**src/hw/dpram_defines.svh**
```systemverilog
`ifndef DPRAM_DEFINES_SVH
`define DPRAM_DEFINES_SVH

// Word and byte address widths.
`define DPRAM_DATA_W 32
`define DPRAM_ADDR_W 32

// Byte lanes per word.
`define DPRAM_BYTES 4

// Each bank holds half of the 1024-word memory.
`define DPRAM_BANK_DEPTH 512
`define DPRAM_ROW_W 9

`endif

```
**src/hw/dpram_pkg.sv**
```systemverilog
`include "dpram_defines.svh"

package dpram_pkg;

  typedef logic [`DPRAM_DATA_W-1:0] data_t;
  typedef logic [`DPRAM_BYTES-1:0]  be_t;

  // Word-interleaved split with bit 2 picking the bank.
  typedef struct packed {
    logic [`DPRAM_ADDR_W-4:0] row;
    logic                     bank_sel;
    logic [1:0]               byte_off;
  } addr_fields_t;

  typedef union packed {
    logic [`DPRAM_ADDR_W-1:0] flat;
    addr_fields_t             f;
  } addr_u;

endpackage

```
**src/hw/bank_port_if.sv**
```systemverilog
`timescale 1ns/1ps

interface bank_port_if
  import dpram_pkg::*;
();

  logic  req;
  logic  we;
  addr_u addr;
  be_t   be;
  data_t wdata;
  data_t rdata;
  logic  busy;
  logic  resp;

  modport router (
    output req, we, addr, be, wdata,
    input  rdata, busy, resp
  );

  modport bank (
    input  req, we, addr, be, wdata,
    output rdata, busy, resp
  );

endinterface

```
**src/hw/bank_port_ctrl.sv**
```systemverilog
`timescale 1ns/1ps
`include "dpram_defines.svh"

module bank_port_ctrl
  import dpram_pkg::*;
(
  input  logic                    clk_i,
  input  logic                    rst_n_i,
  bank_port_if.bank               port_i,
  output logic [`DPRAM_ROW_W-1:0] ram_row_o,
  output logic                    ram_we_o,
  output data_t                   ram_wdata_o,
  input  data_t                   ram_rdata_i
);

  logic                    full_wr;
  logic                    part_wr;
  logic                    rd;
  logic                    wb_q;
  logic                    resp_q;
  logic [`DPRAM_ROW_W-1:0] row_q;
  logic [1:0]              off_q;
  be_t                     be_q;
  data_t                   wdata_q;
  data_t                   merged;

  assign full_wr = port_i.req & port_i.we & (port_i.be == '1);
  assign part_wr = port_i.req & port_i.we & (port_i.be != '1);
  assign rd      = port_i.req & ~port_i.we;

  always_ff @(posedge clk_i or negedge rst_n_i)
  begin
    if (!rst_n_i)
    begin
      wb_q   <= 1'b0;
      resp_q <= 1'b0;
    end
    else
    begin
      wb_q   <= part_wr;
      resp_q <= rd;
    end
  end

  always_ff @(posedge clk_i)
  begin
    if (port_i.req)
    begin
      row_q   <= port_i.addr.f.row[`DPRAM_ROW_W-1:0];
      off_q   <= port_i.addr.f.byte_off;
      be_q    <= port_i.be;
      wdata_q <= port_i.wdata;
    end
  end

  //////////////////////////////////////////////////////////////////////////
  // Write-back merge moves the enabled bytes up by the offset.
  //////////////////////////////////////////////////////////////////////////
  always_comb
  begin
    int lane;
    merged = ram_rdata_i;
    for (int i = 0; i < `DPRAM_BYTES; i++)
    begin
      lane = i + int'(off_q);
      // Lanes past the top of the word are dropped.
      if (be_q[i] && (lane < `DPRAM_BYTES))
        merged[lane*8 +: 8] = wdata_q[i*8 +: 8];
    end
  end

  always_comb
  begin
    if (wb_q)
    begin
      ram_row_o   = row_q;
      ram_we_o    = 1'b1;
      ram_wdata_o = merged;
    end
    else
    begin
      ram_row_o   = port_i.addr.f.row[`DPRAM_ROW_W-1:0];
      ram_we_o    = full_wr;
      ram_wdata_o = port_i.wdata;
    end
  end

  assign port_i.busy  = wb_q;
  assign port_i.resp  = resp_q;
  assign port_i.rdata = ram_rdata_i >> {off_q, 3'b000};

  // The router must hold the port off during the write-back cycle.
  a_no_req_busy: assert property (@(posedge clk_i) disable iff (!rst_n_i)
    port_i.busy |-> !port_i.req)
    else $error("request accepted during write-back");

endmodule

```
**src/flat_wrapper.sv**
```systemverilog
// flat-port wrapper written by rule: the top's interface ports become plain ports
module bank_port_ctrl_flat import dpram_pkg::*;
  (clk_i, rst_n_i, ram_row_o, ram_we_o, ram_wdata_o, ram_rdata_i, port_i_req, port_i_we, port_i_addr, port_i_be, port_i_wdata, port_i_rdata, port_i_busy, port_i_resp);
  bank_port_if port_i_i ();
  input  logic clk_i;
  input  logic rst_n_i;
  output logic [`DPRAM_ROW_W-1:0] ram_row_o;
  output logic ram_we_o;
  output data_t ram_wdata_o;
  input  data_t ram_rdata_i;
  input wire logic [$bits(port_i_i.req)-1:0] port_i_req;
  input wire logic [$bits(port_i_i.we)-1:0] port_i_we;
  input wire logic [$bits(port_i_i.addr)-1:0] port_i_addr;
  input wire logic [$bits(port_i_i.be)-1:0] port_i_be;
  input wire logic [$bits(port_i_i.wdata)-1:0] port_i_wdata;
  output wire logic [$bits(port_i_i.rdata)-1:0] port_i_rdata;
  output wire logic [$bits(port_i_i.busy)-1:0] port_i_busy;
  output wire logic [$bits(port_i_i.resp)-1:0] port_i_resp;
  assign port_i_i.req = port_i_req;
  assign port_i_i.we = port_i_we;
  assign port_i_i.addr = port_i_addr;
  assign port_i_i.be = port_i_be;
  assign port_i_i.wdata = port_i_wdata;
  assign port_i_rdata = port_i_i.rdata;
  assign port_i_busy = port_i_i.busy;
  assign port_i_resp = port_i_i.resp;
  bank_port_ctrl u_core (.clk_i(clk_i), .rst_n_i(rst_n_i), .port_i(port_i_i), .ram_row_o(ram_row_o), .ram_we_o(ram_we_o), .ram_wdata_o(ram_wdata_o), .ram_rdata_i(ram_rdata_i));
endmodule
```
**config.mk**
```make
export PLATFORM = sky130hd
export DESIGN_NAME = bank_port_ctrl_flat
export DESIGN_NICKNAME = d
export VERILOG_FILES = /design/src/hw/dpram_pkg.sv /design/src/hw/bank_port_if.sv /design/src/hw/bank_port_ctrl.sv /design/src/flat_wrapper.sv
export VERILOG_INCLUDE_DIRS = /design/src /design/src/hw
export SDC_FILE = /design/constraint.sdc
export NUM_CORES = 1
export LEC_CHECK = 0
export BUFFER_PORTS_ARGS = -buffer_cell sky130_fd_sc_hd__buf_2
export CORE_MARGIN = 2
export CORE_UTILIZATION = 35
export DETAILED_ROUTE_END_ITERATION = 10
export GPL_TIMING_DRIVEN = 0
export PLACE_DENSITY = 0.72
export SLEW_MARGIN = 25
export SYNTH_ARGS = -nofsm -noshare
export SYNTH_HDL_FRONTEND = slang
export SYNTH_SLANG_ARGS = --single-unit
```
**constraint.sdc**
```tcl
create_clock -name clk_i -period 3.7 [get_ports clk_i]
set_clock_uncertainty 0.15 [all_clocks]
set_input_delay 0.74 -clock clk_i [delete_from_list [all_inputs] [get_ports clk_i]]
set_output_delay 0.74 -clock clk_i [all_outputs]
set_load 0.02 [all_outputs]
```
==> impl_metrics.toml <==
[place]
portBuffers = 158
finalWeightedCongestion = 0.927
dpl.cell_count = 730
dpl-instance-area_mm2 = 0.00488
hpwl_um = 12000

[worst_setup_path]
crit_chain = "buf_6 -> buf_12 -> inv_8 -> ha_4 -> buf_12 -> nor3b_4 -> buf_4 -> nand4_1 -> a311o_1 -> a311oi_2 -> buf_4"
crit_path_top_delay_cell = "edfxtp_1"
worstPathArrival_ns = 2.75
cp_max_fo = 10
startpoint_type = "flop"
endpoint_kind = "output pin"
crit_path_start = "u_core.off_q[0]"
critPathKind = "reg -> out"
timing.critical_path.slowest_cell_delay_ns = 0.44
worstPathRequired_ns = 2.81

[clocking]
clockBufferDepth = 2
clock-root-buffer = "clkbuf_8"
cts.sink_count = 49
cts_made_buffers = 5
hold_buffers = 0
path_clk_slew_ns = 0.10
htreeDepth = 2
cts_tree = "yes"

[floorplan]
die_h_um = 110
io_pins = 180
dieArea_mm2 = 0.0120
initial_core_util_pct = 35.9
rows = 38
core_mm2 = 0.0109
dieWidth_um = 110

[sta]
period_needed_ns = 3.64
final-max-slew-violation-count = 0
slew_headroom_pct = 57.0
min_period_over_period_pct = 98.5
finalSetupViolations = 0
hold_violations = 0
max_freq_ghz = 0.274
rsz0062_at_grt = "yes"
max_slew.worst_pin.slew_ns = 0.645

[global_route]
grt_start_max_net_pins = 50
grt.overflow.total = 0
grt_pass1_vias = 4004
antenna_found_initial = 0
grt_pass1_wl_um = 22300
grt_usage_pct = 24.7

[finish]
diodes = 0
final_net_count = 719
fin_cells = 748
finalInstanceArea_mm2 = 0.00537
area_growth_pct = 37.3
multi_input_area_mm2 = 0.00249
regArea_mm2 = 0.00146
layout_commonest_cell = "buf_2"
drive_above_1_share_pct = 41.1
n_fill_cell = 1071
final_cell_mix = "buf_2, a21oi_1, edfxtp_1"

[synthesis]
synth_compound_area_share_pct = 28.8
synth-simple-area-share_pct = 20.0
synth_top_family_by_area = "compound AO/OA/AOI/OAI gates"
yosysWarningCount = 0
synth-xor-area-share_pct = 0
synth_area_leaders = "edfxtp_1, a21oi_1, nand2_1, a311o_1, mux2i_1"
netlist.area_leader.share_pct = 36.1
synthesis.area_mm2 = 0.00391
yosysTopAreaCell = "edfxtp_1"
synth.avg_cell_area_um2 = 9.06
synth.net_count = 544
ys_types = 39
synth.area.mux_share_pct = 6.68
ys_ff_latch = 49
ys_seq_area_share_pct = 37.3
syn_inst = 432
synth_fa_ha_area_share_pct = 2.56

[routing]
viasPerCell = 5.93
drt_iter0_drc = 486
wirelength_um = 15300
dr.pass1.iters = 7
routedWlPerCell_um = 20.4
drc = 0
drtAntennaViolNets = 0
dr_total_vias = 4436

[pwr]
sw_frac_of_total_pct = 38.3
switchingPower_uw = 657
p_comb_share_pct = 39.5
peakVddDrop_v = 0.000252
power.internal_uw = 1060
power_density_mw_per_mm2 = 319
pwr-share-seq_pct = 41.0
clkPwrFrac_pct = 19.4
p_leak_uw = 0.00228

[run]
maxCapViolations = 0

[outcome]
status = "finished clean"

[hold_path]
holdCritPathClass = "in -> async"
==> sequential cells by signal (all words and copies together) (netlist names) <==
name,flops
u_core.wdata_q,32
u_core.off_q,2
u_core.port_i.busy,1
u_core.row_q,9
u_core.port_i.resp,1
u_core.be_q,4
==> timing repair <==
action	in CTS	in global routing
pin swaps	6	12
endpoints found under the setup margin	32	32
setup buffers	7	5
resized for setup	36	48
==> layout make-up <==
cell class                 count  share of cell area, %
multi-input combinational    343                   46.4
sequential                    49                   27.2
timing repair buffer         170                   16.8
buffer                        35                   4.21
tap                          140                   3.26
clock buffer                   5                   1.28
clock inverter                 3                  0.466
inverter                       3                  0.349
==> worst paths after layout <==
check	end
max	ram_wdata_o[28]
min	u_core.port_i.busy
max in group asynchronous	u_core.port_i.resp
min in group clk_i	u_core.port_i.resp
==> routing by layer <==
| metal | part of all wire [%] | global-route usage [%] |
|---|---|---|
| met5 | 0 | 0 |
| met4 | 2.1 | 6.96 |
| met3 | 11 | 2.61 |
| met2 | 45 | 39.9 |
| met1 | 42 | 35.1 |
==> power by group through the flow <==
| stage | clock (µW) | combinational, µW | sequential (µW) |
|---|---|---|---|
| finish | 333 | 678 | 704 |
| global route | 355 | 724 | 707 |
| CTS | 339 | 635 | 701 |
| detailed placement | 0 | 595 | 715 |
| global placement | 0 | 589 | 714 |
| floorplan | 0 | 362 | 694 |
==> stage by stage <==
| step | hold slack, ns | setup WS [ns] | util (%) | TNS (ns) | power (µW) |
|---|---|---|---|---|---|
| global route | 0.0319 | -0.0373 | 49.4 | -0.0622 | 1790 |
| detailed placement | 0.382 | -0.367 | 44.8 | -6.01 | 1310 |
| global placement | 0.374 | -0.387 | 44.8 | -6.72 | 1300 |
| CTS | 0.0289 | 0.000620 | 47.4 | 0 | 1680 |
| finish | 0.0394 | 0.0557 | 49.4 | 0 | 1720 |
| floorplan | 0.294 | 0.0630 | - | 0 | 1060 |
==> cell families after synthesis <==
family | Yosys count
muxes | 25
buffers and inverters | 40
and+or+nand+nor | 147
AOI/OAI and AO/OA | 163
adders and majority gates | 8
DFF | 49
==> worst max-delay path: cells and delay by family (launching register included) <==
family | cells | cell delay [ns]
adder cells (fa/ha/maj) | 1 | 0.23
AND/OR/NAND/NOR | 2 | 0.26
buffers and inverters | 6 | 0.84
AO/OA/AOI/OAI | 2 | 0.66
flip-flops | 1 | 0.44
==> cells in the mapped netlist <==
| library cell | n |
|---|---|
| and4_1 | 1 |
| nor4b_2 | 2 |
| nand3b_1 | 3 |
| edfxtp_1 | 47 |
| a21oi_1 | 65 |
| nor3b_2 | 2 |
| buf_4 | 2 |
| nor2_1 | 35 |
| and2_0 | 1 |
| nand4b_2 | 1 |
| mux2_2 | 9 |
| and2_1 | 12 |
| a32oi_1 | 8 |
| clkbuf_2 | 2 |
| nor4bb_1 | 1 |
| nand2_1 | 47 |
| ha_1 | 8 |
| a221oi_1 | 16 |
| or3b_1 | 5 |
| a211o_1 | 8 |
| nor2_2 | 1 |
| nand3_1 | 4 |
| nand4_1 | 12 |
| a311oi_1 | 16 |
| dfrtp_1 | 2 |
| mux2i_1 | 16 |
| a31oi_1 | 1 |
| clkbuf_1 | 15 |
| a311o_1 | 16 |
| and4b_1 | 1 |
| and3b_1 | 4 |
| buf_2 | 15 |
| o21ai_0 | 17 |
| inv_1 | 3 |
| o2bb2ai_1 | 8 |
| and3_1 | 2 |
| nor2b_1 | 13 |
| buf_1 | 3 |
| a211oi_1 | 8 |
Power figures use the tool's default switching activity.
