--- src/hw/dpram_defines.svh ---
`ifndef DPRAM_DEFINES_SVH
`define DPRAM_DEFINES_SVH

// Word and byte address widths.
`define DPRAM_DATA_W 32
`define DPRAM_ADDR_W 32

// Byte lanes per word.
`define DPRAM_BYTES 4

// Each bank holds half of the 1024-word memory.
`define DPRAM_BANK_DEPTH 512
`define DPRAM_ROW_W 9

`endif

--- src/hw/dpram_pkg.sv ---
`include "dpram_defines.svh"

package dpram_pkg;

  typedef logic [`DPRAM_DATA_W-1:0] data_t;
  typedef logic [`DPRAM_BYTES-1:0]  be_t;

  // Word-interleaved split with bit 2 picking the bank.
  typedef struct packed {
    logic [`DPRAM_ADDR_W-4:0] row;
    logic                     bank_sel;
    logic [1:0]               byte_off;
  } addr_fields_t;

  typedef union packed {
    logic [`DPRAM_ADDR_W-1:0] flat;
    addr_fields_t             f;
  } addr_u;

endpackage

--- src/hw/bank_port_if.sv ---
`timescale 1ns/1ps

interface bank_port_if
  import dpram_pkg::*;
();

  logic  req;
  logic  we;
  addr_u addr;
  be_t   be;
  data_t wdata;
  data_t rdata;
  logic  busy;
  logic  resp;

  modport router (
    output req, we, addr, be, wdata,
    input  rdata, busy, resp
  );

  modport bank (
    input  req, we, addr, be, wdata,
    output rdata, busy, resp
  );

endinterface

--- src/hw/bus_router.sv ---
`timescale 1ns/1ps

module bus_router
  import dpram_pkg::*;
(
  input  logic        clk_i,
  input  logic        rst_n_i,
  input  logic        s0_req_i,
  input  logic        s0_we_i,
  input  addr_u       s0_addr_i,
  input  be_t         s0_be_i,
  input  data_t       s0_wdata_i,
  output logic        s0_ack_o,
  output logic        s0_resp_o,
  output data_t       s0_rdata_o,
  input  logic        s1_req_i,
  input  logic        s1_we_i,
  input  addr_u       s1_addr_i,
  input  be_t         s1_be_i,
  input  data_t       s1_wdata_i,
  output logic        s1_ack_o,
  output logic        s1_resp_o,
  output data_t       s1_rdata_o,
  bank_port_if.router bank0_o,
  bank_port_if.router bank1_o
);

  logic       s0_bank;
  logic       s1_bank;
  logic       s1_grant;
  logic       s0_owns_b0;
  logic       s0_owns_b1;
  logic [1:0] own_q;

  assign s0_bank = s0_addr_i.f.bank_sel;
  assign s1_bank = s1_addr_i.f.bank_sel;

  // Slot 0 always wins its bank, slot 1 yields on a clash.
  assign s1_grant = s1_req_i & ~(s0_req_i & (s0_bank == s1_bank));

  assign s0_ack_o = s0_req_i & ~(s0_bank ? bank1_o.busy : bank0_o.busy);
  assign s1_ack_o = s1_grant & ~(s1_bank ? bank1_o.busy : bank0_o.busy);

  assign s0_owns_b0 = s0_req_i & ~s0_bank;
  assign s0_owns_b1 = s0_req_i & s0_bank;

  //////////////////////////////////////////////////////////////////////////
  // Requests reach a bank only for an acknowledged slot.
  //////////////////////////////////////////////////////////////////////////
  always_comb
  begin
    if (s0_owns_b0)
    begin
      bank0_o.req   = s0_ack_o;
      bank0_o.we    = s0_we_i;
      bank0_o.addr  = s0_addr_i;
      bank0_o.be    = s0_be_i;
      bank0_o.wdata = s0_wdata_i;
    end
    else
    begin
      bank0_o.req   = s1_ack_o & ~s1_bank;
      bank0_o.we    = s1_we_i;
      bank0_o.addr  = s1_addr_i;
      bank0_o.be    = s1_be_i;
      bank0_o.wdata = s1_wdata_i;
    end
  end

  always_comb
  begin
    if (s0_owns_b1)
    begin
      bank1_o.req   = s0_ack_o;
      bank1_o.we    = s0_we_i;
      bank1_o.addr  = s0_addr_i;
      bank1_o.be    = s0_be_i;
      bank1_o.wdata = s0_wdata_i;
    end
    else
    begin
      bank1_o.req   = s1_ack_o & s1_bank;
      bank1_o.we    = s1_we_i;
      bank1_o.addr  = s1_addr_i;
      bank1_o.be    = s1_be_i;
      bank1_o.wdata = s1_wdata_i;
    end
  end

  // Set bit means slot 1 issued the last access on that bank.
  always_ff @(posedge clk_i or negedge rst_n_i)
  begin
    if (!rst_n_i)
      own_q <= 2'b00;
    else
    begin
      if (bank0_o.req)
        own_q[0] <= ~s0_owns_b0;
      if (bank1_o.req)
        own_q[1] <= ~s0_owns_b1;
    end
  end

  assign s0_resp_o  = (bank0_o.resp & ~own_q[0]) | (bank1_o.resp & ~own_q[1]);
  assign s1_resp_o  = (bank0_o.resp & own_q[0]) | (bank1_o.resp & own_q[1]);
  assign s0_rdata_o = (bank0_o.resp & ~own_q[0]) ? bank0_o.rdata : bank1_o.rdata;
  assign s1_rdata_o = (bank0_o.resp & own_q[0]) ? bank0_o.rdata : bank1_o.rdata;

  // A bank takes a request exactly when one slot is acknowledged on it.
  a_single_owner: assert property (@(posedge clk_i) disable iff (!rst_n_i)
    (bank0_o.req == ((s0_ack_o && !s0_bank) ^ (s1_ack_o && !s1_bank))) &&
    (bank1_o.req == ((s0_ack_o && s0_bank) ^ (s1_ack_o && s1_bank))))
    else $error("bank request does not match a single acknowledged slot");

endmodule

--- src/flat_wrapper.sv ---
// flat-port wrapper written by rule: the top's interface ports become plain ports
module bus_router_flat import dpram_pkg::*;
  (clk_i, rst_n_i, s0_req_i, s0_we_i, s0_addr_i, s0_be_i, s0_wdata_i, s0_ack_o, s0_resp_o, s0_rdata_o, s1_req_i, s1_we_i, s1_addr_i, s1_be_i, s1_wdata_i, s1_ack_o, s1_resp_o, s1_rdata_o, bank0_o_req, bank0_o_we, bank0_o_addr, bank0_o_be, bank0_o_wdata, bank0_o_rdata, bank0_o_busy, bank0_o_resp, bank1_o_req, bank1_o_we, bank1_o_addr, bank1_o_be, bank1_o_wdata, bank1_o_rdata, bank1_o_busy, bank1_o_resp);
  bank_port_if bank0_o_i ();
  bank_port_if bank1_o_i ();
  input  logic clk_i;
  input  logic rst_n_i;
  input  logic s0_req_i;
  input  logic s0_we_i;
  input  addr_u s0_addr_i;
  input  be_t s0_be_i;
  input  data_t s0_wdata_i;
  output logic s0_ack_o;
  output logic s0_resp_o;
  output data_t s0_rdata_o;
  input  logic s1_req_i;
  input  logic s1_we_i;
  input  addr_u s1_addr_i;
  input  be_t s1_be_i;
  input  data_t s1_wdata_i;
  output logic s1_ack_o;
  output logic s1_resp_o;
  output data_t s1_rdata_o;
  output wire logic [$bits(bank0_o_i.req)-1:0] bank0_o_req;
  output wire logic [$bits(bank0_o_i.we)-1:0] bank0_o_we;
  output wire logic [$bits(bank0_o_i.addr)-1:0] bank0_o_addr;
  output wire logic [$bits(bank0_o_i.be)-1:0] bank0_o_be;
  output wire logic [$bits(bank0_o_i.wdata)-1:0] bank0_o_wdata;
  input wire logic [$bits(bank0_o_i.rdata)-1:0] bank0_o_rdata;
  input wire logic [$bits(bank0_o_i.busy)-1:0] bank0_o_busy;
  input wire logic [$bits(bank0_o_i.resp)-1:0] bank0_o_resp;
  output wire logic [$bits(bank1_o_i.req)-1:0] bank1_o_req;
  output wire logic [$bits(bank1_o_i.we)-1:0] bank1_o_we;
  output wire logic [$bits(bank1_o_i.addr)-1:0] bank1_o_addr;
  output wire logic [$bits(bank1_o_i.be)-1:0] bank1_o_be;
  output wire logic [$bits(bank1_o_i.wdata)-1:0] bank1_o_wdata;
  input wire logic [$bits(bank1_o_i.rdata)-1:0] bank1_o_rdata;
  input wire logic [$bits(bank1_o_i.busy)-1:0] bank1_o_busy;
  input wire logic [$bits(bank1_o_i.resp)-1:0] bank1_o_resp;
  assign bank0_o_req = bank0_o_i.req;
  assign bank0_o_we = bank0_o_i.we;
  assign bank0_o_addr = bank0_o_i.addr;
  assign bank0_o_be = bank0_o_i.be;
  assign bank0_o_wdata = bank0_o_i.wdata;
  assign bank0_o_i.rdata = bank0_o_rdata;
  assign bank0_o_i.busy = bank0_o_busy;
  assign bank0_o_i.resp = bank0_o_resp;
  assign bank1_o_req = bank1_o_i.req;
  assign bank1_o_we = bank1_o_i.we;
  assign bank1_o_addr = bank1_o_i.addr;
  assign bank1_o_be = bank1_o_i.be;
  assign bank1_o_wdata = bank1_o_i.wdata;
  assign bank1_o_i.rdata = bank1_o_rdata;
  assign bank1_o_i.busy = bank1_o_busy;
  assign bank1_o_i.resp = bank1_o_resp;
  bus_router u_core (.clk_i(clk_i), .rst_n_i(rst_n_i), .s0_req_i(s0_req_i), .s0_we_i(s0_we_i), .s0_addr_i(s0_addr_i), .s0_be_i(s0_be_i), .s0_wdata_i(s0_wdata_i), .s0_ack_o(s0_ack_o), .s0_resp_o(s0_resp_o), .s0_rdata_o(s0_rdata_o), .s1_req_i(s1_req_i), .s1_we_i(s1_we_i), .s1_addr_i(s1_addr_i), .s1_be_i(s1_be_i), .s1_wdata_i(s1_wdata_i), .s1_ack_o(s1_ack_o), .s1_resp_o(s1_resp_o), .s1_rdata_o(s1_rdata_o), .bank0_o(bank0_o_i), .bank1_o(bank1_o_i));
endmodule
--- config.mk ---
export PLATFORM = sky130hd
export DESIGN_NAME = bus_router_flat
export DESIGN_NICKNAME = d
export VERILOG_FILES = /design/src/hw/dpram_pkg.sv /design/src/hw/bank_port_if.sv /design/src/hw/bus_router.sv /design/src/flat_wrapper.sv
export VERILOG_INCLUDE_DIRS = /design/src /design/src/hw
export SDC_FILE = /design/constraint.sdc
export NUM_CORES = 1
export LEC_CHECK = 0
export BUFFER_PORTS_ARGS = -buffer_cell sky130_fd_sc_hd__buf_4
export CORE_AREA = 4 4 159 161
export CTS_CLUSTER_SIZE = 40
export DETAILED_ROUTE_END_ITERATION = 16
export DIE_AREA = 0 0 163 165
export PLACE_DENSITY = 0.52
export SYNTH_ARGS = -nofsm -noshare
export SYNTH_HDL_FRONTEND = slang
export SYNTH_SLANG_ARGS = --single-unit
--- constraint.sdc ---
create_clock -name clk_i -period 1.3 [get_ports clk_i]
set_input_delay 0.195 -clock clk_i [delete_from_list [all_inputs] [get_ports clk_i]]
set_output_delay 0.195 -clock clk_i [all_outputs]
set_load 0.02 [all_outputs]
==> out/metrics.yaml, run 1 <==
period_minus_slack_ns: 1.68
initial_core_util_pct: 12.4
drc: 0
vdd_drop_max_uv: 623
cts_buffers: 3
setup_tns_ns: -32.00
cp.required_ns: 1.11
drtPass1Iterations: 4
die_h_um: 165
crit_buf_inv: 2
relSlewSlack_pct: 85.2
regMostFlops: "u_core.own_q"
maxCapViolCount: 0
largestRegisters: "u_core.own_q: 2 flops"
grt_overflow: 0
rsz0062_at_grt: "yes"
p_leak_nw: 4.39
hpwl_um: 14600
netlist_area_um2: 2980
grt_max_degree: 18
fin_nets: 907
fp.dieArea_um2: 26900
crit_family: "flip-flops"
cts_buffer_depth: 2
diodes: 0
viasPerCell: 3.89
ys_seq_elements: 2
antenna_found_initial: 0
drt_iter0_markers: 121
yosys_warnings: 0
setup_violations: 199
design_area_um2: 8210
post_dp_cell_area_um2: 6550
gp_congestion: 0.771
ctsRootBufferMaster: "clkbuf_16"
grt_usage_pct: 12.4
core-area_um2: 24000
cts_sinks: 2
crit_chain: "nand2b_4 > buf_12 > mux2_2 > buf_4"
setup_ws_ns: -0.376
postRouteAntennaNets: 0
num_rows: 57
worstSetupPathType: "reg -> out"
htreeDepth: 1
syn_inst: 249
grt_pass1_wl_um: 26000
start_kind: "flip-flop"
numPortBuffers: 417
cp_max_fo: 17
cts_tree: "built"
synth.yosys.seq_area_share_pct: 1.68
largest_reg_flops: 2
clk_pin_slew_ns: 0.03
period_share_pct: 129
area_delta_synth_final_pct: 176
drive_gt1_share_pct: 97.6
end_kind: "primary output"
wirelength_um: 19300
outcome: "finished with violations"
tightestPinTransition_ns: 0.222
cp_slowest_cell: "dfrtp_1"
synth_nets: 459
grt_pass1_vias: 4317
syn_avg_cell_area_um2: 12.0
wl_per_cell_um: 18.9
power_density_nw_per_um2: 578
io_pins: 418
violations: "negative setup slack"
die_w_um: 163
hp-class: "in -> async"
timing.hold.ws_ns: 0.301
finalHoldViolations: 0
clk_latency_ns: 0.22
slew_viol_final: 0
slowest_delay_ns: 0.37
vias: 3963
crit_arrival_ns: 1.48
max_freq_mhz: 597
ys_types: 22
skew_ns: 0
[kinds of logic after synthesis]
family / after synthesis / share of synthesized area [%]
xor gates and xnor gates: 1 / 0.294
buffers and inverters: 25 / 9.37
and+or+nand+nor: 13 / 2.52
DFF: 2 / 1.68
AOI/OAI and AO/OA: 6 / 1.34
muxes: 202 / 84.8
[layer usage]
metal,vias to the layer above,routed length (um),global-route usage (%)
met4,0,328,2.36
met2,239,10700,24.9
met1,1863,6680,13.3
li1,1844,-,-
met5,-,0,0
met3,17,1580,2.72
[cells in the final DEF, fill, tap and decap left out, drive strengths merged]
cell type / count
buf: 463
mux2: 201
nand2: 6
clkbuf: 4
nand2b: 4
and2: 2
inv: 2
a21oi: 2
o22a: 2
dfrtp: 2
xnor2: 1
a211oi: 1
o21ai: 1
mux2i: 1
and3b: 1
nor3b: 1
dlygate4sd3: 1
[worst paths after layout]
path	startpoint	end	slack [ns]	cells after the start
worst min register to register	u_core.own_q[1]$_DFFE_PN0P_	u_core.own_q[1]$_DFFE_PN0P_	0.58	1
worst max register to register	u_core.own_q[0]$_DFFE_PN0P_	u_core.own_q[0]$_DFFE_PN0P_	0.51	2
worst min-delay path	rst_n_i	u_core.own_q[1]$_DFFE_PN0P_	0.30	2
max in group asynchronous	rst_n_i	u_core.own_q[0]$_DFFE_PN0P_	0.90	2
worst max-delay path	u_core.own_q[0]$_DFFE_PN0P_	s0_rdata_o[28]	-0.38	4
min in group clk_i	bank1_o_busy	u_core.own_q[1]$_DFFE_PN0P_	0.37	3
[synth_stat cells (all sizes together)]
cell,instances,share of area (%)
mux2i,1,0.34
and2,2,0.42
clkbuf,1,0.13
nor3b,1,0.25
inv,2,0.25
a211oi,1,0.25
buf,22,9.0
xnor2,1,0.29
o22a,2,0.59
a21oi,2,0.34
o21ai,1,0.17
mux2,201,84
nand2b,4,0.84
nand2,5,0.71
dfrtp,2,1.7
and3b,1,0.29
[report_power, final]
group	total [mW]	leakage [nW]	internal (mW)	switching (mW)
combinational	4.19	4.33	2.40	1.78
sequential	0.0831	0.0238	0.0726	0.0105
clock	0.471	0.0370	0.392	0.0790
[worst reg2reg max path, cell delays in order, from the launching register on]
cell and delay, ns:
dfrtp_1 0.39, buf_4 0.14, o22a_1 0.14
[cell type report]
class	count	area, um^2
Fill cell	2459	15800
Timing Repair Buffer	465	4570
Multi-Input combinational cell	223	3100
Tap cell	324	405
Clock buffer	3	75.1
Sequential cell	2	50.0
Inverter	2	7.51
[metrics by stage]
| step | total power, mW | setup slack (ns) | utilization [%] | cells |
|---|---|---|---|---|
| finish | 4.74 | -0.376 | 34.2 | 1019 |
| global route | 4.95 | -0.433 | 34.2 | 1019 |
| CTS | 4.72 | -0.380 | 34.1 | 1028 |
| detailed placement | 3.47 | -0.175 | 27.3 | 992 |
| global placement | 3.47 | -0.165 | 27.3 | 992 |
| floorplan | 1.87 | -0.0387 | - | 249 |
[what timing repair did]
item | 4_1_cts | 5_1_grt
pin swaps | 2 | 5
buffers inserted | 18 | 4
hold endpoints to repair | 2 | 0
hold buffers | 1 | 0
gates cloned | 14 | 1
setup endpoints to repair | 202 | 207
gates resized for setup | 253 | 77
Power figures use the tool's default switching activity.
==> inputs of run 2 (changes only) <==
- PLACE_DENSITY: 0.52 -> not set
- PLACE_DENSITY_LB_ADDON: not set -> 0.25
==> out/metrics.yaml, run 2 (synthesis results as in run 1) <==
htreeDepth: 1  # unchanged
ctsRootBufferMaster: "clkbuf_16"  # unchanged
postRouteAntennaNets: 0  # unchanged
hp-class: "in -> reg"  # was in -> async
max_freq_mhz: 607  # was 597 MHz
vias: 4012  # was 3963
outcome: "finished with violations"  # unchanged
vdd_drop_max_uv: 400  # was 623 uV
fp.dieArea_um2: 26900  # unchanged
area_delta_synth_final_pct: 180  # was 176%
dp.cells: 985  # was 992
p_leak_nw: 4.51  # was 4.39 nW
setup_ws_ns: -0.347  # was -0.376 ns
finalHoldViolations: 0  # unchanged
cts_buffers: 3  # unchanged
drt_iter0_markers: 99  # was 121
cp_slowest_cell: "dfrtp_1"  # unchanged
grt_usage_pct: 13.0  # was 12.4%
violations: "negative setup slack"  # unchanged
cts_sinks: 2  # unchanged
drtPass1Iterations: 3  # was 4
largest_reg_flops: 2  # unchanged
drive_gt1_share_pct: 97.3  # was 97.6%
regMostFlops: "u_core.own_q"  # unchanged
wl_per_cell_um: 19.5  # was 18.9 um
worstSetupPathType: "reg -> out"  # unchanged
wirelength_um: 19900  # was 19300 um
grt_pass1_vias: 4432  # was 4317
power_density_nw_per_um2: 577  # was 578 nW/um^2
gp_congestion: 0.709  # was 0.771
design_area_um2: 8350  # was 8210 um^2
numPortBuffers: 417  # unchanged
grt_pass1_wl_um: 27000  # was 26000 um
crit_arrival_ns: 1.45  # was 1.48 ns
cts_buffer_depth: 2  # unchanged
initial_core_util_pct: 12.4  # unchanged
largestRegisters: "u_core.own_q: 2 flops"  # unchanged
tightestPinTransition_ns: 0.243  # was 0.222 ns
cp_max_fo: 23  # was 17
slowest_delay_ns: 0.39  # was 0.37 ns
fin_nets: 908  # was 907
clk_pin_slew_ns: 0.03  # about the same
final_cells: 1021  # was 1019
final_common_cell: "buf_4"  # unchanged
cp.required_ns: 1.11  # about the same
grt_max_degree: 24  # was 18
hpwl_um: 15300  # was 14600 um
die_w_um: 163  # unchanged
end_kind: "primary output"  # unchanged
cts_tree: "built"  # unchanged
relSlewSlack_pct: 83.8  # was 85.2%
clk_latency_ns: 0.22  # about the same
skew_ns: 0  # unchanged
rsz0062_at_grt: "yes"  # unchanged
period_share_pct: 127  # was 129%
num_rows: 57  # unchanged
slew_viol_final: 0  # unchanged
maxCapViolCount: 0  # unchanged
grt_overflow: 0  # unchanged
core-area_um2: 24000  # unchanged
post_dp_cell_area_um2: 6510  # was 6550 um^2
setup_violations: 202  # was 199
antenna_found_initial: 1  # was 0
die_h_um: 165  # unchanged
drc: 0  # unchanged
mostFrequentLayoutCells: "241 x buf_4, 189 x buf_6, 179 x mux2_4"  # was 258 x buf_4, 168 x buf_6, 163 x mux2_4
crit_chain: "nand2_2 > buf_12 > mux2_2 > buf_4"  # was nand2b_4 > buf_12 > mux2_2 > buf_4
viasPerCell: 3.93  # was 3.89
period_minus_slack_ns: 1.65  # was 1.68 ns
io_pins: 418  # unchanged
start_kind: "flip-flop"  # unchanged
-- run 2: what timing repair did --
action / CTS / global route
endpoints found under the setup margin: 200 / 205
resized for setup: 266 / 97
hold buffers: 1 / 0
endpoints found under the hold margin: 2 / 0
cloned: 18 / 0
setup buffers: 17 / 8
pin swaps: 1 / 2
-- run 2: area by class of cell --
class                           count  area, um^2
Antenna cell                        1        2.50
Clock buffer                        3        75.1
Fill cell                        2457       15600
Inverter                            2        7.51
Multi-Input combinational cell    224        3150
Sequential cell                     2        50.0
Tap cell                          324         405
Timing Repair Buffer              465        4660
-- run 2: routing by layer --
metal,vias up,GRT usage [%],share of wire [%]
met4,0,1.68,1.3
met5,-,0,0
met3,16,3.69,9.3
met2,256,26.7,55
met1,1892,13.2,34
li1,1848,-,-
-- run 2: power by group --
group / internal (mW) / switching [mW]
Sequential: 0.0726 / 0.00934
Clock: 0.391 / 0.0651
Combinational: 2.48 / 1.80
Total: 2.94 / 1.88
-- run 2: path summary, 6_finish.rpt --
path,startpoint,to,slack [ns],depth (start not counted)
worst min-delay path,bank0_o_busy,u_core.own_q[0]$_DFFE_PN0P_,0.29,2
worst max register to register,u_core.own_q[1]$_DFFE_PN0P_,u_core.own_q[1]$_DFFE_PN0P_,0.61,1
worst max-delay path,u_core.own_q[0]$_DFFE_PN0P_,s1_rdata_o[8],-0.35,4
worst min register to register,u_core.own_q[0]$_DFFE_PN0P_,u_core.own_q[0]$_DFFE_PN0P_,0.54,1
max in group asynchronous,rst_n_i,u_core.own_q[1]$_DFFE_PN0P_,0.85,2
min in group asynchronous,rst_n_i,u_core.own_q[0]$_DFFE_PN0P_,0.35,2
-- run 2: worst max-delay path, delay by kind of cell (launching register included) --
kind | cells | cell delay, ns
flops | 1 | 0.39
simple gates | 1 | 0.12
buf+inv | 2 | 0.35
mux | 1 | 0.36
-- run 2: through the flow --
| step | TNS (ns) | hold slack (ns) | total power [mW] | setup WS (ns) | utilization [%] |
|---|---|---|---|---|---|
| finish | -38.06 | 0.295 | 4.81 | -0.347 | 34.8 |
| global route | -44.56 | 0.310 | 5.04 | -0.409 | 34.8 |
| CTS | -43.29 | 0.303 | 4.73 | -0.368 | 34.2 |
| detailed placement | -22.81 | -0.0105 | 3.48 | -0.204 | 27.2 |
| global placement | -22.31 | -0.00869 | 3.49 | -0.191 | 27.2 |
| floorplan | -1.12 | -0.101 | 1.87 | -0.0387 | - |
==> inputs of run 3 (changes only) <==
- PLACE_DENSITY_LB_ADDON: 0.25 -> 0.08
==> out/metrics.yaml, run 3 (synthesis results as in run 1) <==
outcome: "finished with violations"  # unchanged
violations: "negative setup slack"  # unchanged
grt_max_degree: 34  # was 24
regMostFlops: "u_core.own_q"  # unchanged
maxCapViolCount: 0  # unchanged
cts_tree: "built"  # unchanged
grt_overflow: 0  # unchanged
ctsRootBufferMaster: "clkbuf_16"  # unchanged
initial_core_util_pct: 12.4  # unchanged
rrSetupSlack_ns: 0.61  # about the same
vias: 3956  # was 4012
finalHoldViolations: 0  # unchanged
viasPerCell: 3.89  # was 3.93
fp.dieArea_um2: 26900  # unchanged
relSlewSlack_pct: 86.3  # was 83.8%
cts_buffer_depth: 2  # unchanged
skew_ns: 0  # unchanged
cp.required_ns: 1.11  # about the same
core-area_um2: 24000  # unchanged
drtPass1Iterations: 4  # was 3
cts_sinks: 2  # unchanged
p_sw_share_pct: 39.1  # was 39.0%
p_seq_share_pct: 1.8  # was 1.7%
final_common_cell: "buf_4"  # unchanged
slew_viol_final: 0  # unchanged
die_h_um: 165  # unchanged
max_freq_mhz: 592  # was 607 MHz
die_w_um: 163  # unchanged
worstSetupPathType: "reg -> out"  # unchanged
tightestPinTransition_ns: 0.205  # was 0.243 ns
rsz0062_at_grt: "yes"  # unchanged
top_layer: "met4"  # unchanged
largest_reg_flops: 2  # unchanged
mostFrequentLayoutCells: "258 x buf_4, 169 x buf_6, 160 x mux2_4"  # was 241 x buf_4, 189 x buf_6, 179 x mux2_4
hp-class: "in -> reg"  # unchanged
grt_pass1_vias: 4398  # was 4432
crit_arrival_ns: 1.49  # was 1.45 ns
switchingPower_mw: 1.83  # was 1.88 mW
grt_usage_pct: 12.4  # was 13.0%
wirelength_um: 19300  # was 19900 um
period_minus_slack_ns: 1.69  # was 1.65 ns
fin_nets: 905  # was 908
p_int_mw: 2.85  # was 2.94 mW
postRouteAntennaNets: 0  # unchanged
dp_slack_ns: -0.179  # was -0.204 ns
clk_pin_slew_ns: 0.03  # about the same
wl_per_cell_um: 18.9  # was 19.5 um
p_clk_share_pct: 9.8  # was 9.5%
grt_pass1_wl_um: 26000  # was 27000 um
drt_iter0_markers: 72  # was 99
power_density_nw_per_um2: 573  # was 577 nW/um^2
hpwl_um: 14800  # was 15300 um
p_comb_share_pct: 88.4  # was 88.8%
numPortBuffers: 417  # unchanged
m1WireLength_um: 6530  # was 6840 um
period_share_pct: 130  # was 127%
drive_gt1_share_pct: 97.1  # was 97.3%
setup_ws_ns: -0.390  # was -0.347 ns
p_leak_nw: 4.38  # was 4.51 nW
htreeDepth: 1  # unchanged
diodes: 0  # was 1
vdd_drop_max_uv: 422  # was 400 uV
end_kind: "primary output"  # unchanged
largestRegisters: "u_core.own_q: 2 flops"  # unchanged
wl_met2_um: 10700  # was 11000 um
met3_length_um: 1780  # was 1860 um
io_pins: 418  # unchanged
postLayoutCoreUtil_pct: 34.1  # was 34.8%
cts_buffers: 3  # unchanged
area_delta_synth_final_pct: 175  # was 180%
start_kind: "flip-flop"  # unchanged
setup_violations: 187  # was 202
clk_latency_ns: 0.22  # about the same
gp_congestion: 0.774  # was 0.709
num_rows: 57  # unchanged
cp_max_fo: 17  # was 23
antenna_found_initial: 0  # was 1
drc: 0  # unchanged
-- run 3: stage by stage --
stage / hold slack, ns / setup TNS (ns) / instances / cell area (um^2) / total power [mW]
floorplan: -0.101 / -1.12 / 249 / 3010 / 1.87
finish: 0.260 / -29.69 / 1017 / 8180 / 4.69
CTS: 0.264 / -36.16 / 1024 / 7950 / 4.57
global placement: -0.0202 / -22.67 / 987 / 6510 / 3.45
global route: 0.272 / -34.90 / 1017 / 8180 / 4.91
detailed placement: -0.0175 / -24.03 / 987 / 6510 / 3.45
-- run 3: worst paths after layout --
check	start	end	cells past startpoint
worst max-delay path	u_core.own_q[0]$_DFFE_PN0P_	s0_rdata_o[8]	4
worst min-delay path	bank1_o_busy	u_core.own_q[1]$_DFFE_PN0P_	2
worst max register to register	u_core.own_q[1]$_DFFE_PN0P_	u_core.own_q[1]$_DFFE_PN0P_	1
worst min register to register	u_core.own_q[0]$_DFFE_PN0P_	u_core.own_q[0]$_DFFE_PN0P_	1
max in group asynchronous	rst_n_i	u_core.own_q[1]$_DFFE_PN0P_	2
min in group asynchronous	rst_n_i	u_core.own_q[0]$_DFFE_PN0P_	2
-- run 3: power by group through the flow --
| stage | registers [mW] | clock network, mW | logic, mW |
|---|---|---|---|
| global route | 0.0837 | 0.472 | 4.35 |
| floorplan | 0.0782 | 0 | 1.80 |
| global placement | 0.0806 | 0 | 3.37 |
| finish | 0.0822 | 0.461 | 4.14 |
| detailed placement | 0.0809 | 0 | 3.37 |
| CTS | 0.0806 | 0.470 | 4.02 |
-- run 3: metal layers --
metal	vias to the layer above	track usage, %
met1	1864	12.5
met5	-	0
met3	17	3.62
met4	0	1.45
met2	232	25.5
li1	1843	-
-- run 3: layout make-up --
type	instances	area (um^2)
Fill cell	2516	15800
Tap cell	324	405
Sequential cell	2	50.0
Timing Repair Buffer	462	4570
Inverter	2	7.51
Clock buffer	3	75.1
Multi-Input combinational cell	224	3070
-- run 3: worst max-delay path: stages (launching register included) --
cell      delay [ns]
dfrtp_1         0.36
nand2b_4        0.19
buf_12          0.18
mux2_2          0.36
buf_4           0.16
-- run 3: what timing repair did --
item | in CTS | in global routing
buffers inserted | 19 | 3
setup endpoints to repair | 204 | 204
gates resized for setup | 208 | 105
hold buffers | 1 | 0
pin swaps | 2 | 1
cloned | 15 | 0
hold endpoints to repair | 2 | 0
